$ cat src/hw/tcdm_params.svh
/*
 * TCDM sizing
 * Bank count, bank depth and bus widths of the shared data memory
 */

`ifndef TCDM_PARAMS_SVH
`define TCDM_PARAMS_SVH

// Number of word-interleaved banks
`define TCDM_NB_BANKS 4

// Words per bank
`define TCDM_BANK_WORDS 64

// Data width in bits, byte enables are this divided by 8
`define TCDM_DATA_WIDTH 32

// Byte address width
`define TCDM_ADDR_WIDTH 32

// Transaction id width
`define TCDM_ID_WIDTH 4

`endif

$ cat src/hw/tcdm_pkg.sv
/*
 * TCDM shared types
 * Request opcode and per-bank arbitration priority, shared by the
 * port decoders, the bank arbiter and the checker
 */

package tcdm_pkg;

  // Request opcode, one bit
  // Replaces the active-low write enable of the older bank interface
  typedef enum logic {
    TCDM_OP_READ  = 1'b0,  // Read one word, data returned next cycle
    TCDM_OP_WRITE = 1'b1   // Write enabled bytes, id echoed next cycle
  } tcdm_op_e;

  // Port that wins the next conflict on a bank
  // Flips to the losing port after every conflict
  typedef enum logic {
    PRIO_CORE = 1'b0,      // Core port first, also the reset state
    PRIO_DMA  = 1'b1       // DMA port first
  } tcdm_prio_e;

endpackage : tcdm_pkg

$ cat src/hw/tcdm_bank_arbiter.sv
/*
 * TCDM bank arbiter
 * Per-bank round-robin between the core and DMA ports, combinational
 * grants, and routing of bank responses back through an owner register
 */

`timescale 1ns/1ps
`include "tcdm_params.svh"

module tcdm_bank_arbiter
  import tcdm_pkg::*;
(
  input  logic                                                      clk_i,
  input  logic                                                      rst_ni,

  // Decoded core request
  input  logic                                                      core_req_i,
  input  logic [$clog2(`TCDM_NB_BANKS)-1:0]                         core_bank_i,
  input  logic [$clog2(`TCDM_BANK_WORDS)-1:0]                       core_row_i,
  input  tcdm_op_e                                                  core_op_i,
  input  logic [`TCDM_DATA_WIDTH-1:0]                               core_wdata_i,
  input  logic [`TCDM_DATA_WIDTH/8-1:0]                             core_be_i,
  input  logic [`TCDM_ID_WIDTH-1:0]                                 core_id_i,

  // Decoded DMA request
  input  logic                                                      dma_req_i,
  input  logic [$clog2(`TCDM_NB_BANKS)-1:0]                         dma_bank_i,
  input  logic [$clog2(`TCDM_BANK_WORDS)-1:0]                       dma_row_i,
  input  tcdm_op_e                                                  dma_op_i,
  input  logic [`TCDM_DATA_WIDTH-1:0]                               dma_wdata_i,
  input  logic [`TCDM_DATA_WIDTH/8-1:0]                             dma_be_i,
  input  logic [`TCDM_ID_WIDTH-1:0]                                 dma_id_i,

  // Port side
  output logic                                                      core_gnt_o,
  output logic                                                      dma_gnt_o,
  output logic                                                      core_r_valid_o,
  output logic                                                      dma_r_valid_o,
  output logic [`TCDM_DATA_WIDTH-1:0]                               core_r_data_o,
  output logic [`TCDM_DATA_WIDTH-1:0]                               dma_r_data_o,
  output logic [`TCDM_ID_WIDTH-1:0]                                 core_r_id_o,
  output logic [`TCDM_ID_WIDTH-1:0]                                 dma_r_id_o,

  // Bank side, packed over banks
  output logic [`TCDM_NB_BANKS-1:0]                                 bank_req_o,
  output logic [`TCDM_NB_BANKS-1:0]                                 bank_we_o,
  output logic [`TCDM_NB_BANKS-1:0][$clog2(`TCDM_BANK_WORDS)-1:0]   bank_row_o,
  output logic [`TCDM_NB_BANKS-1:0][`TCDM_DATA_WIDTH-1:0]           bank_wdata_o,
  output logic [`TCDM_NB_BANKS-1:0][`TCDM_DATA_WIDTH/8-1:0]         bank_be_o,
  output logic [`TCDM_NB_BANKS-1:0][`TCDM_ID_WIDTH-1:0]             bank_id_o,
  input  logic [`TCDM_NB_BANKS-1:0][`TCDM_DATA_WIDTH-1:0]           bank_rdata_i,
  input  logic [`TCDM_NB_BANKS-1:0][`TCDM_ID_WIDTH-1:0]             bank_rid_i
);

  localparam int unsigned nb_banks  = `TCDM_NB_BANKS;
  localparam int unsigned bank_bits = $clog2(`TCDM_NB_BANKS);

  logic [nb_banks-1:0] core_hit, dma_hit;     // Port addresses this bank
  logic [nb_banks-1:0] core_win, dma_win;     // Port owns this bank now
  tcdm_prio_e          prio_q [nb_banks];     // Conflict winner per bank
  logic [nb_banks-1:0] resp_due_q;            // Bank answers this cycle
  logic [nb_banks-1:0] resp_dma_q;            // Answer belongs to DMA

  for (genvar b = 0; b < nb_banks; b++) begin : gen_bank
    assign core_hit[b] = core_req_i && (core_bank_i == bank_bits'(b));
    assign dma_hit[b]  = dma_req_i && (dma_bank_i == bank_bits'(b));

    // Core takes the bank when alone or when it holds priority
    assign core_win[b] = core_hit[b] && (!dma_hit[b] || prio_q[b] == PRIO_CORE);
    assign dma_win[b]  = dma_hit[b] && !core_win[b];

    // Bank inputs follow the winner, core fields when idle
    assign bank_req_o[b]   = core_win[b] | dma_win[b];
    assign bank_we_o[b]    = dma_win[b] ? (dma_op_i == TCDM_OP_WRITE)
                                        : (core_op_i == TCDM_OP_WRITE);
    assign bank_row_o[b]   = dma_win[b] ? dma_row_i   : core_row_i;
    assign bank_wdata_o[b] = dma_win[b] ? dma_wdata_i : core_wdata_i;
    assign bank_be_o[b]    = dma_win[b] ? dma_be_i    : core_be_i;
    assign bank_id_o[b]    = dma_win[b] ? dma_id_i    : core_id_i;
  end

  // Each port targets one bank per cycle, so one win at most
  assign core_gnt_o = |core_win;
  assign dma_gnt_o  = |dma_win;

  always_ff @(posedge clk_i or negedge rst_ni) begin
    if (!rst_ni) begin
      for (int b = 0; b < nb_banks; b++) begin
        prio_q[b] <= PRIO_CORE;
      end
      resp_due_q <= '0;
      resp_dma_q <= '0;
    end else begin
      for (int b = 0; b < nb_banks; b++) begin
        if (core_hit[b] && dma_hit[b]) begin
          prio_q[b] <= core_win[b] ? PRIO_DMA : PRIO_CORE;  // Loser goes first next time
        end
      end
      resp_due_q <= core_win | dma_win;  // Reads and writes both answer
      resp_dma_q <= dma_win;
    end
  end

  // Steer last cycle's bank outputs to their owners
  always_comb begin
    core_r_valid_o = 1'b0;
    core_r_data_o  = '0;
    core_r_id_o    = '0;
    dma_r_valid_o  = 1'b0;
    dma_r_data_o   = '0;
    dma_r_id_o     = '0;
    for (int b = 0; b < nb_banks; b++) begin
      if (resp_due_q[b] && !resp_dma_q[b]) begin
        core_r_valid_o = 1'b1;
        core_r_data_o  = bank_rdata_i[b];
        core_r_id_o    = bank_rid_i[b];
      end
      if (resp_due_q[b] && resp_dma_q[b]) begin
        dma_r_valid_o = 1'b1;
        dma_r_data_o  = bank_rdata_i[b];
        dma_r_id_o    = bank_rid_i[b];
      end
    end
  end

endmodule : tcdm_bank_arbiter

$ cat config.mk
export PLATFORM = sky130hd
export DESIGN_NAME = tcdm_bank_arbiter
export DESIGN_NICKNAME = d
export VERILOG_FILES = /design/src/hw/tcdm_pkg.sv /design/src/hw/tcdm_bank_arbiter.sv
export VERILOG_INCLUDE_DIRS = /design/src /design/src/hw
export SDC_FILE = /design/constraint.sdc
export NUM_CORES = 1
export LEC_CHECK = 0
export BUFFER_PORTS_ARGS = -buffer_cell sky130_fd_sc_hd__buf_4
export CORE_AREA = 2 2 202 204
export CTS_CLUSTER_SIZE = 25
export DETAILED_ROUTE_END_ITERATION = 6
export DIE_AREA = 0 0 204 206
export MAX_ROUTING_LAYER = met4
export PLACE_DENSITY_LB_ADDON = 0.12
export SKIP_LAST_GASP = 1
export SLEW_MARGIN = 40
export SYNTH_ARGS = -nofsm -noshare
export SYNTH_HDL_FRONTEND = slang
export SYNTH_SLANG_ARGS = --single-unit
$ cat constraint.sdc
create_clock -name clk_i -period 3.5 [get_ports clk_i]
set_input_delay 0.35 -clock clk_i [delete_from_list [all_inputs] [get_ports clk_i]]
set_output_delay 0.35 -clock clk_i [all_outputs]
set_load 0.05 [all_outputs]
; Word level (Yosys, flattened, before mapping)
; Index checks and enable logic that the tools add are counted.
[word_totals]
mem_bits_ro = 0
elab_cells = 117
mem_bits_rw = 0
in_bits = 246
latch_bits = 0
register_bits = 12
memories = 0
out_inout_bits = 268
[op_classes]
n_bitwise = 9
n_eq_ne = 6
n_div = 0
mul = 0
reduce_logical = 48
n_lt_le_gt_ge = 0
add_sub_neg = 0
n_shift = 0
n_mux = 48
[op_table]
columns = operator, count
row1 = 2-to-1 mux 32 bit, 12
row2 = 2-to-1 mux 4 bit, 16
row3 = logical AND 1 bit, 28
row4 = 2-to-1 mux 6 bit, 4
row5 = 2-to-1 mux 1 bit, 16
row6 = logical NOT 1 bit, 12
row7 = "== test 2 bit, second input constant", 4
row8 = OR reduction 4 bit, 2
row9 = "== test 2 x 1 -> 1 bit, second input constant", 2
row10 = logical NOT 2 bit, 2
row11 = logical OR 1 bit, 4
row12 = NOT 1 bit, 4
row13 = OR 1 bit, 4
row14 = OR 4 bit, 1

; Depth between registers and ports, before layout
; Gate-level depths: netlist of run 1.
[logic_depth]
ltp_word = 8
depth_mapped = 6
ltp_nobuf = 4

; Worst setup path after synthesis of run 1
; Ideal clock, no wire load.
[synth_timing]
kind = register to output
start = register resp_dma_q[1]
end = output port core_r_data_o[22]
t_arrival_ns = 2.517
path_slack_ns = 0.633
stages_incl_launch_ff = 7
n_path_buf = 3
t_required_ns = 3.150
path_cell_list = dfrtp_1 -> clkbuf_1 -> nor2b_1 -> buf_2 -> buf_1 -> nand2_1 -> a311oi_1
[synth_between]
elab_chain_len = 5
[synth_rtl]
columns = item, line_no
row1 = from (decl), tcdm_bank_arbiter.sv:62  ; logic [nb_banks-1:0] resp_dma_q;
row2 = from (signal assigned), tcdm_bank_arbiter.sv:100  ; resp_dma_q <= dma_win;
row3 = logical NOT 1 bit, tcdm_bank_arbiter.sv:113  ; if (resp_due_q[b] && !resp_dma_q[b]) begin
row4 = logical AND 1 bit, tcdm_bank_arbiter.sv:113
row5 = 2-to-1 mux 32 bit (3 in a row), tcdm_bank_arbiter.sv:113
row6 = to (decl), tcdm_bank_arbiter.sv:39  ; output logic [`TCDM_DATA_WIDTH-1:0] core_r_data_o,
; Every way passes these cells.

; Worst setup path after layout of run 1
[layout_timing]
start = register resp_dma_q[1]
end = output port core_r_data_o[9]
; Same word-level chain as after synthesis.

==> impl_summary.md, run 1 <==
Setup path
Following the worst setup path forward leads to its endpoint at core_r_data_o[9]. The worst reg2reg path startpoint is prio_q[0]. STA classifies the critical path startpoint as a register. The signal on the critical path passes through nand2b_2, buf_4, nand3_1, a311oi_1, buf_4. The worst register-to-register path ends at resp_dma_q[3]. The setup slack of the most critical reg-to-reg path is 2.35 ns. The number of cells traversed by the worst register-to-register path is 2. For the worst setup path, the data arrival time is 2.46 ns. The family of cells with the greatest summed delay on the critical path is simple AND/OR/NAND/NOR gates. The cell repeated most along the worst path is sky130_fd_sc_hd__buf_4. The critical path is of the register to output pin type. The total number of cells along the worst setup path is 5. The delay of the slowest critical-path stage is around 0.54 ns. The critical path capture point type is an output pin. Along the worst path, the maximum fanout reaches 20.

Counting both buffers and inverters, the worst setup path holds a total of 2. STA puts the critical path data required time at 3.15 ns. The largest individual stage delay along the critical path comes from the cell sky130_fd_sc_hd__dfrtp_2. The launch point of the worst path is resp_dma_q[1].

Synthesis
Among all flip-flop cells after synthesis, the most frequent one is sky130_fd_sc_hd__dfrtp_1. The adder and majority cell fraction of the synthesized area is 0%. The post-synthesis cell count is 645. The area fraction in compound gates after synthesis is 21.6%. The post-synthesis register bit count is 12. The simple-gate share of the synthesized area is 20.6%. The number of distinct library cells after synthesis is 36. The average instance in the mapped netlist occupies 7.81 µm². The portion of the post-synthesis area used by sequential elements is 5.96%. The warning count from the yosys run is 0. The area share of xor/xnor cells in the synthesized design is less than 1%. The post-synthesis instance area is 5040 µm².

The share of synthesized registers carrying an async set or reset is 100%. The number of nets produced by synthesis is 891. After synthesis, the largest family of logic cells by area is multiplexers. Counting flops with a built-in enable in the synthesized netlist gives 0. The multiplexer share of the synthesized area is between 40% and 50%.

CTS
The tree is rooted in a sky130_fd_sc_hd__clkbuf_16. The clock drives 12 sinks. TritonCTS built the clock tree. The longest clock path from root to sink contains 2 buffers.

The clock reaches the later pin of the worst-skew pair after 0.23 ns. The number of buffers inserted during clock tree synthesis is 3. In this run the number of H-tree levels came out at 1. Clock-pin slew was measured on the worst setup and hold paths at 0.04 ns. The number of buffers added for setup after CTS is 0.

Timing
The transition time of the tightest slew-check pin is roughly 0.64 ns. The upper clock frequency limit is 356 MHz. In the finished design, the share of the clock period the worst path needs comes to between 80% and 90%. The final clock skew is 0.000644 ns. The final number of hold-violating endpoints is 0. Setup violations remaining at the end of the flow were counted as 0. Setup repair after global routing left no endpoint under its margin. The max-slew violation count came to 0.

Setup total negative slack on the finished layout was measured at 0 ns. The minimum period implied by the final worst setup slack is 2.81 ns. The worst hold slack is approximately 0.46 ns. In this run the tightest slew margin relative to its limit is 57.3%.

Drt
After detailed routing, the total wire length is 35100 µm. The pre-antenna-repair detailed-routing pass consisted of 5 iterations. The count of vias placed by the detailed router is ~7300. The detail route stage leaves a number of antenna-violating nets equal to 0. The post-route DRC violation count is 0. The average routed wire per standard cell is 21.3 µm. Dividing the detail-routed via count by the number of cells gives 4.44. The initial DRC count is between 200 and 250.

Die
The overall die width is 204 µm. Once the floorplan was initialized, standard cells occupied 12.5% of the core. The die boundary height is 206 µm.

The number of I/O pins is 514. The placement row count is 74. The area of the core is 40200 µm². The die covers 42000 µm².

Power
The leakage dissipation is roughly 4.3 nW. The total power per unit cell area is 269 nW/µm². The worst-case IR drop observed on VDD is approximately 120 µV.

Placed design
The total half-perimeter wirelength after legalization and detailed placement is 27300 µm. The count of buffers added on input and output ports is ~510. The placed standard-cell area is between 9000 and 10000 µm². Routability-driven placement finished with a final weighted congestion of roughly 0.9.

Hold path
The worst hold-check path type is primary input to register.

GRT
Entering global routing, the biggest net connects 48 pins. The first-pass GRT wire length is 49000 µm. For this run, the total global-route usage over all layers was measured as roughly 16%. The number of global-route vias before repair was about 7500. The number of antenna violations at the first check in global routing is 5. The residual overflow from global routing is 0.

Cells and area
After routing the design area is 9640 µm². The net count of the finished layout is 1358. The number of fill cells is around 4500.

Compared with the post-synthesis result, the final layout area differs by 91.5%. The post-route core utilization is between 20% and 30%. The post-route netlist has 69.8% of its cells at a drive strength greater than 1.

Run
Max-cap violations in this run came to 0.

Outcome
The flow ran to the end, and the final reports show no timing, DRC or antenna violations.
==> cell usage in the layout (no fill, tap or decap), types with 3 or more instances in the layout <==
cell type,n
sky130_fd_sc_hd__mux2_2,188
sky130_fd_sc_hd__nand2_1,41
sky130_fd_sc_hd__nor2_1,40
sky130_fd_sc_hd__nor2b_4,3
sky130_fd_sc_hd__nand3_1,74
sky130_fd_sc_hd__o221a_2,35
sky130_fd_sc_hd__nor3_1,36
sky130_fd_sc_hd__clkbuf_16,3
sky130_fd_sc_hd__a311oi_1,36
sky130_fd_sc_hd__nand2b_2,3
sky130_fd_sc_hd__xor2_1,4
sky130_fd_sc_hd__nand3b_1,5
sky130_fd_sc_hd__buf_12,8
sky130_fd_sc_hd__o311ai_0,36
sky130_fd_sc_hd__diode_2,4
sky130_fd_sc_hd__dfrtp_1,10
sky130_fd_sc_hd__buf_4,525
sky130_fd_sc_hd__inv_1,37
==> routing by layer <==
layer  global-route usage [%]  up-vias  share of wire, %
met5                        -        -                 0
met4                     4.74        0               2.2
met3                     2.44       33               6.8
met2                     28.4      377                52
met1                     18.3     3477                39
li1                         -     3433                 -
==> logic make-up (layout without fill, tap and decap cells) <==
kind of cell / after synthesis / count (layout)
AND/OR/NAND/NOR: 216 / 216
multiplexers: 188 / 188
AO/OA/AOI/OAI: 116 / 116
buffers and inverters: 109 / 575
flip-flops: 12 / 12
XOR/XNOR: 4 / 4
other: 0 / 4
==> cells in the mapped netlist, drive strengths merged, types with 5 or more instances <==
| master | count | share of area, % |
|---|---|---|
| nor2 | 40 | 3.0 |
| a311oi | 36 | 6.3 |
| nand3 | 75 | 7.5 |
| dfrtp | 12 | 6.0 |
| clkbuf | 40 | 3.0 |
| mux2 | 188 | 42 |
| buf | 32 | 3.3 |
| o221a | 36 | 8.0 |
| nor3 | 36 | 3.6 |
| nand2 | 42 | 3.1 |
| o311ai | 36 | 6.3 |
| nand3b | 5 | 0.75 |
| inv | 37 | 2.8 |
==> timing repair <==
action                    4_1_cts  5_1_grt
hold endpoints to repair       12        0
gates resized for setup         0        0
hold buffers                    1        0
==> per-stage QoR <==
stage / setup slack (ns) / total power, mW / cells
finish: 0.687 / 2.59 / 1647
global route: 0.650 / 2.70 / 1647
CTS: 0.675 / 2.61 / 1643
detailed placement: 0.922 / 2.40 / 1638
global placement: 0.961 / 2.41 / 1638
floorplan: 0.633 / 1.54 / 645
==> where the power goes <==
part / internal, mW / total [mW] / switching, mW
clock: 0.153 / 0.207 / 0.0545
sequential: 0.167 / 0.202 / 0.0355
combinational: 0.755 / 2.18 / 1.43
==> cell type report <==
| cell class | instances | area, µm² | share of cell area, % |
|---|---|---|---|
| diodes | 4 | 10.0 | 0.104 |
| clock buffers | 4 | 78.8 | 0.817 |
| inverters | 37 | 139 | 1.44 |
| multi-input cells | 524 | 4340 | 45.0 |
| flip-flops and latches | 12 | 303 | 3.14 |
| well taps | 532 | 666 | 6.90 |
| repair buffers | 534 | 4110 | 42.6 |
==> sequential cells by signal, indices dropped and copies added, names as in the netlist <==
register,cells
prio_q,4
resp_dma_q,4
resp_due_q,4
==> worst min-delay path by stage <==
stage,start,endpoint,slack (ns),cells after the start
3_5_place_dp,rst_ni,resp_due_q[0],0.21,1
6_report,dma_bank_i[0],prio_q[3],0.46,3
5_1_grt,dma_bank_i[0],prio_q[3],0.48,3
4_1_cts,dma_bank_i[0],prio_q[3],0.46,3
2_1_floorplan,rst_ni,prio_q[0],0.05,0
3_3_place_gp,rst_ni,resp_dma_q[1],0.20,1
==> tightest hold or removal path, delay by kind of cell <==
kind | cells | cell delay, ns
xor+xnor | 1 | 0.12
buf+inv | 1 | 0.12
simple gates | 1 | 0.06
(Power assumes the default switching activity.)
==> run 2, diff against run 1 <==
==> constraint.sdc (replaced) <==
create_clock -name clk_i -period 2.9 [get_ports clk_i]
set_input_delay 0.29 -clock clk_i [delete_from_list [all_inputs] [get_ports clk_i]]
set_output_delay 0.29 -clock clk_i [all_outputs]
set_load 0.05 [all_outputs]
==> impl_summary.md, run 2 (synthesized netlist as in run 1, its figures left out) <==
Cells and area
The sequential cells in the finished layout cover a total of 303 µm². The synthesis-to-finish area growth is 92.9%. Leaving out fill and tap cells, the most frequent cell in the layout is sky130_fd_sc_hd__buf_4. The library cells used most frequently in the layout, excluding fill and tap cells, are sky130_fd_sc_hd__buf_4 (530), sky130_fd_sc_hd__mux2_2 (188), sky130_fd_sc_hd__nand3_1 (74). The final standard cell area without fillers is between 9000 and 10000 µm². In the final layout, the multi-input gates occupy 4340 µm². In the final layout, the share of cells above drive strength 1 is 70.1%. The layout has about 4500 filler cells.

At the end of the flow, the number of nets in the layout was 1364. The largest registers in the layout are prio_q: 4 flops, resp_dma_q: 4 flops, resp_due_q: 4 flops.

Timing
The post-route setup TNS is 0 ns. The final clock period utilization by the worst path is 88.3%. The clock period could shrink to 2.56 ns.

For this run, the top clock speed supported by timing is roughly 390 MHz. At the pin with the least slew margin, the transition time is between 0.8 and 0.9 ns. The total setup violations reported at the end of the flow is 0.

Setup repair after global routing left no endpoint under its margin. For the final database, setup skew stands at between 0.0005 and 0.0006 ns. The final number of hold-violating endpoints was 0. The tightest hold path in the finished design has a slack of 0.408 ns.

The max-slew violation count is 0. Headroom to the max-slew limit came out at between 40 and 50%.

CTS
The TritonCTS clock tree is done. The longest clock path from root to sink contains 2 buffers. Counting the buffers created by CTS gives 3. The post-cts resize count is 0.

The clock insertion delay at the later pin of the skew report is about 0.24 ns. After clock tree synthesis, the clock-pin slew on the worst setup and hold paths is 0.04 ns. The clock tree root driver cell is sky130_fd_sc_hd__clkbuf_16. The number of H-tree levels is 1. The clock drives 12 sinks.

Hold path
The path class of the tightest hold or removal check is primary input to register.

Die
roughly 500 I/O pins were placed. For this configuration, the core starts out at a cell density of 12.5%. The die is between 200 and 250 µm tall. The area of the die is ~42000 µm². The core region is 40200 µm². Measured along the x axis, the die boundary spans a little over 200 µm. The floorplan has 74 rows.

Drt
The average routed wire per standard cell is 20.9 µm. Using the TritonRoute via totals, the vias-per-cell ratio works out to 4.37. Summed over all layers, the routed wires come to between 30000 and 40000 µm. Before antenna repair, the detailed router went through 5 iterations. The count of antenna-violating nets left after detailed routing is 0.

Summing over every cut layer, the via total after detailed routing is 7231. After detailed routing, the number of remaining DRC violations is 0. In this run, the number of DRC markers left after iteration 0 of detailed routing was 277.

Setup path
The family of cells with the greatest summed delay on the critical path is simple AND/OR/NAND/NOR gates. The endpoint required time on the critical path is 2.61 ns. The startpoint type of the worst setup path is a register.

Counting both buffers and inverters, the worst setup path holds a total of 2. The data arrival at the endpoint of the critical path is 2.27 ns. The worst setup path is of the register to output pin kind. The worst setup path is captured at an output pin. Of all nets on the critical path, the largest fanout is 17. Traced cell by cell, the critical path runs through nand2b_2, and2_1, buf_4, a311oi_1, buf_4. In this design, the stage delay of the slowest critical-path cell is 0.64 ns. The slowest stage of the critical path is the sky130_fd_sc_hd__and2_1 cell. By instance count, the cell type seen most on the critical path is sky130_fd_sc_hd__buf_4.

GRT
The residual overflow from global routing is 0. The number of antenna violations at the first check in global routing is 6. The number of global-route vias before repair was 7567. Entering global routing, the biggest net connects 41 pins. Global routing used 15.8% of the available tracks. The first global-routing pass estimated 49000 µm of wire.

Placed design
Port buffering added 513 buffers. The placed standard-cell area is 9600 µm². At the end of routability-driven placement, the weighted congestion stood at 0.926. The total half-perimeter wirelength after legalization and detailed placement is 27500 µm.

Outcome
The run finished with clean final reports.

Power
In this run the static leakage power is 4.35 nW. The total power per unit cell area is 325 nW/µm². Across the VDD grid, the largest voltage drop is 159 µV.

Run
The max-cap check violation count is 0.
[run 2: cell types whose count changed in the layout (fill, tap and decap cells not counted), sizes merged]
| cell | before | now |
|---|---|---|
| buf | 533 | 539 |
| diode | 4 | 5 |
[run 2: repair_timing]
item / 4_1_cts / 5_1_grt
buffers inserted: 0 / 0
hold endpoints to repair: 12 / 0
hold buffers: 1 / 0
[run 2: worst reg2reg max path, cell delays in order (launching register included)]
cell and delay [ns]:
sky130_fd_sc_hd__dfrtp_1 0.43, sky130_fd_sc_hd__o21ai_4 0.41, sky130_fd_sc_hd__inv_1 0.15
[run 2: per-stage QoR]
| stage | instances | setup WS (ns) | total power [mW] | utilization (%) |
|---|---|---|---|---|
| detailed placement | 1644 | 0.576 | 2.89 | 23.9 |
| CTS | 1649 | 0.316 | 3.19 | 24.1 |
| global placement | 1644 | 0.570 | 2.91 | 23.9 |
| global route | 1654 | 0.191 | 3.30 | 24.2 |
| floorplan | 645 | 0.0927 | 1.86 | - |
| finish | 1654 | 0.341 | 3.16 | 24.2 |
[run 2: power breakdown]
part / internal [mW] / switching [mW]
Sequential: 0.201 / 0.0443
Combinational: 0.918 / 1.71
Clock: 0.208 / 0.0697
[run 2: area by class of cell]
cell class	count	area share, %
Tap cell	532	6.85
Inverter	37	1.43
Timing Repair Buffer	540	42.9
Sequential cell	12	3.12
Antenna cell	5	0.129
Clock buffer	4	0.915
Multi-Input combinational cell	524	44.6
[run 2: worst paths after layout]
kind                          startpoint  slack (ns)  depth (start not counted)                 to
max in group asynchronous         rst_ni        2.27                          2      resp_due_q[1]
max reg2reg                    prio_q[0]        1.75                          2      resp_dma_q[3]
min                        dma_bank_i[0]        0.41                          3          prio_q[3]
min in group asynchronous         rst_ni        0.46                          2      resp_dma_q[1]
min reg2reg                    prio_q[3]        0.50                          1          prio_q[3]
max                        resp_dma_q[3]        0.34                          5  core_r_data_o[28]
[run 2: routing by layer]
| layer | vias up | part of all wire, % | global-route usage [%] |
|---|---|---|---|
| met3 | 33 | 7.2 | 3.06 |
| li1 | 3450 | - | - |
| met2 | 355 | 52 | 28.6 |
| met5 | - | 0 | - |
| met1 | 3393 | 38 | 17.4 |
| met4 | 0 | 2.4 | 5.23 |
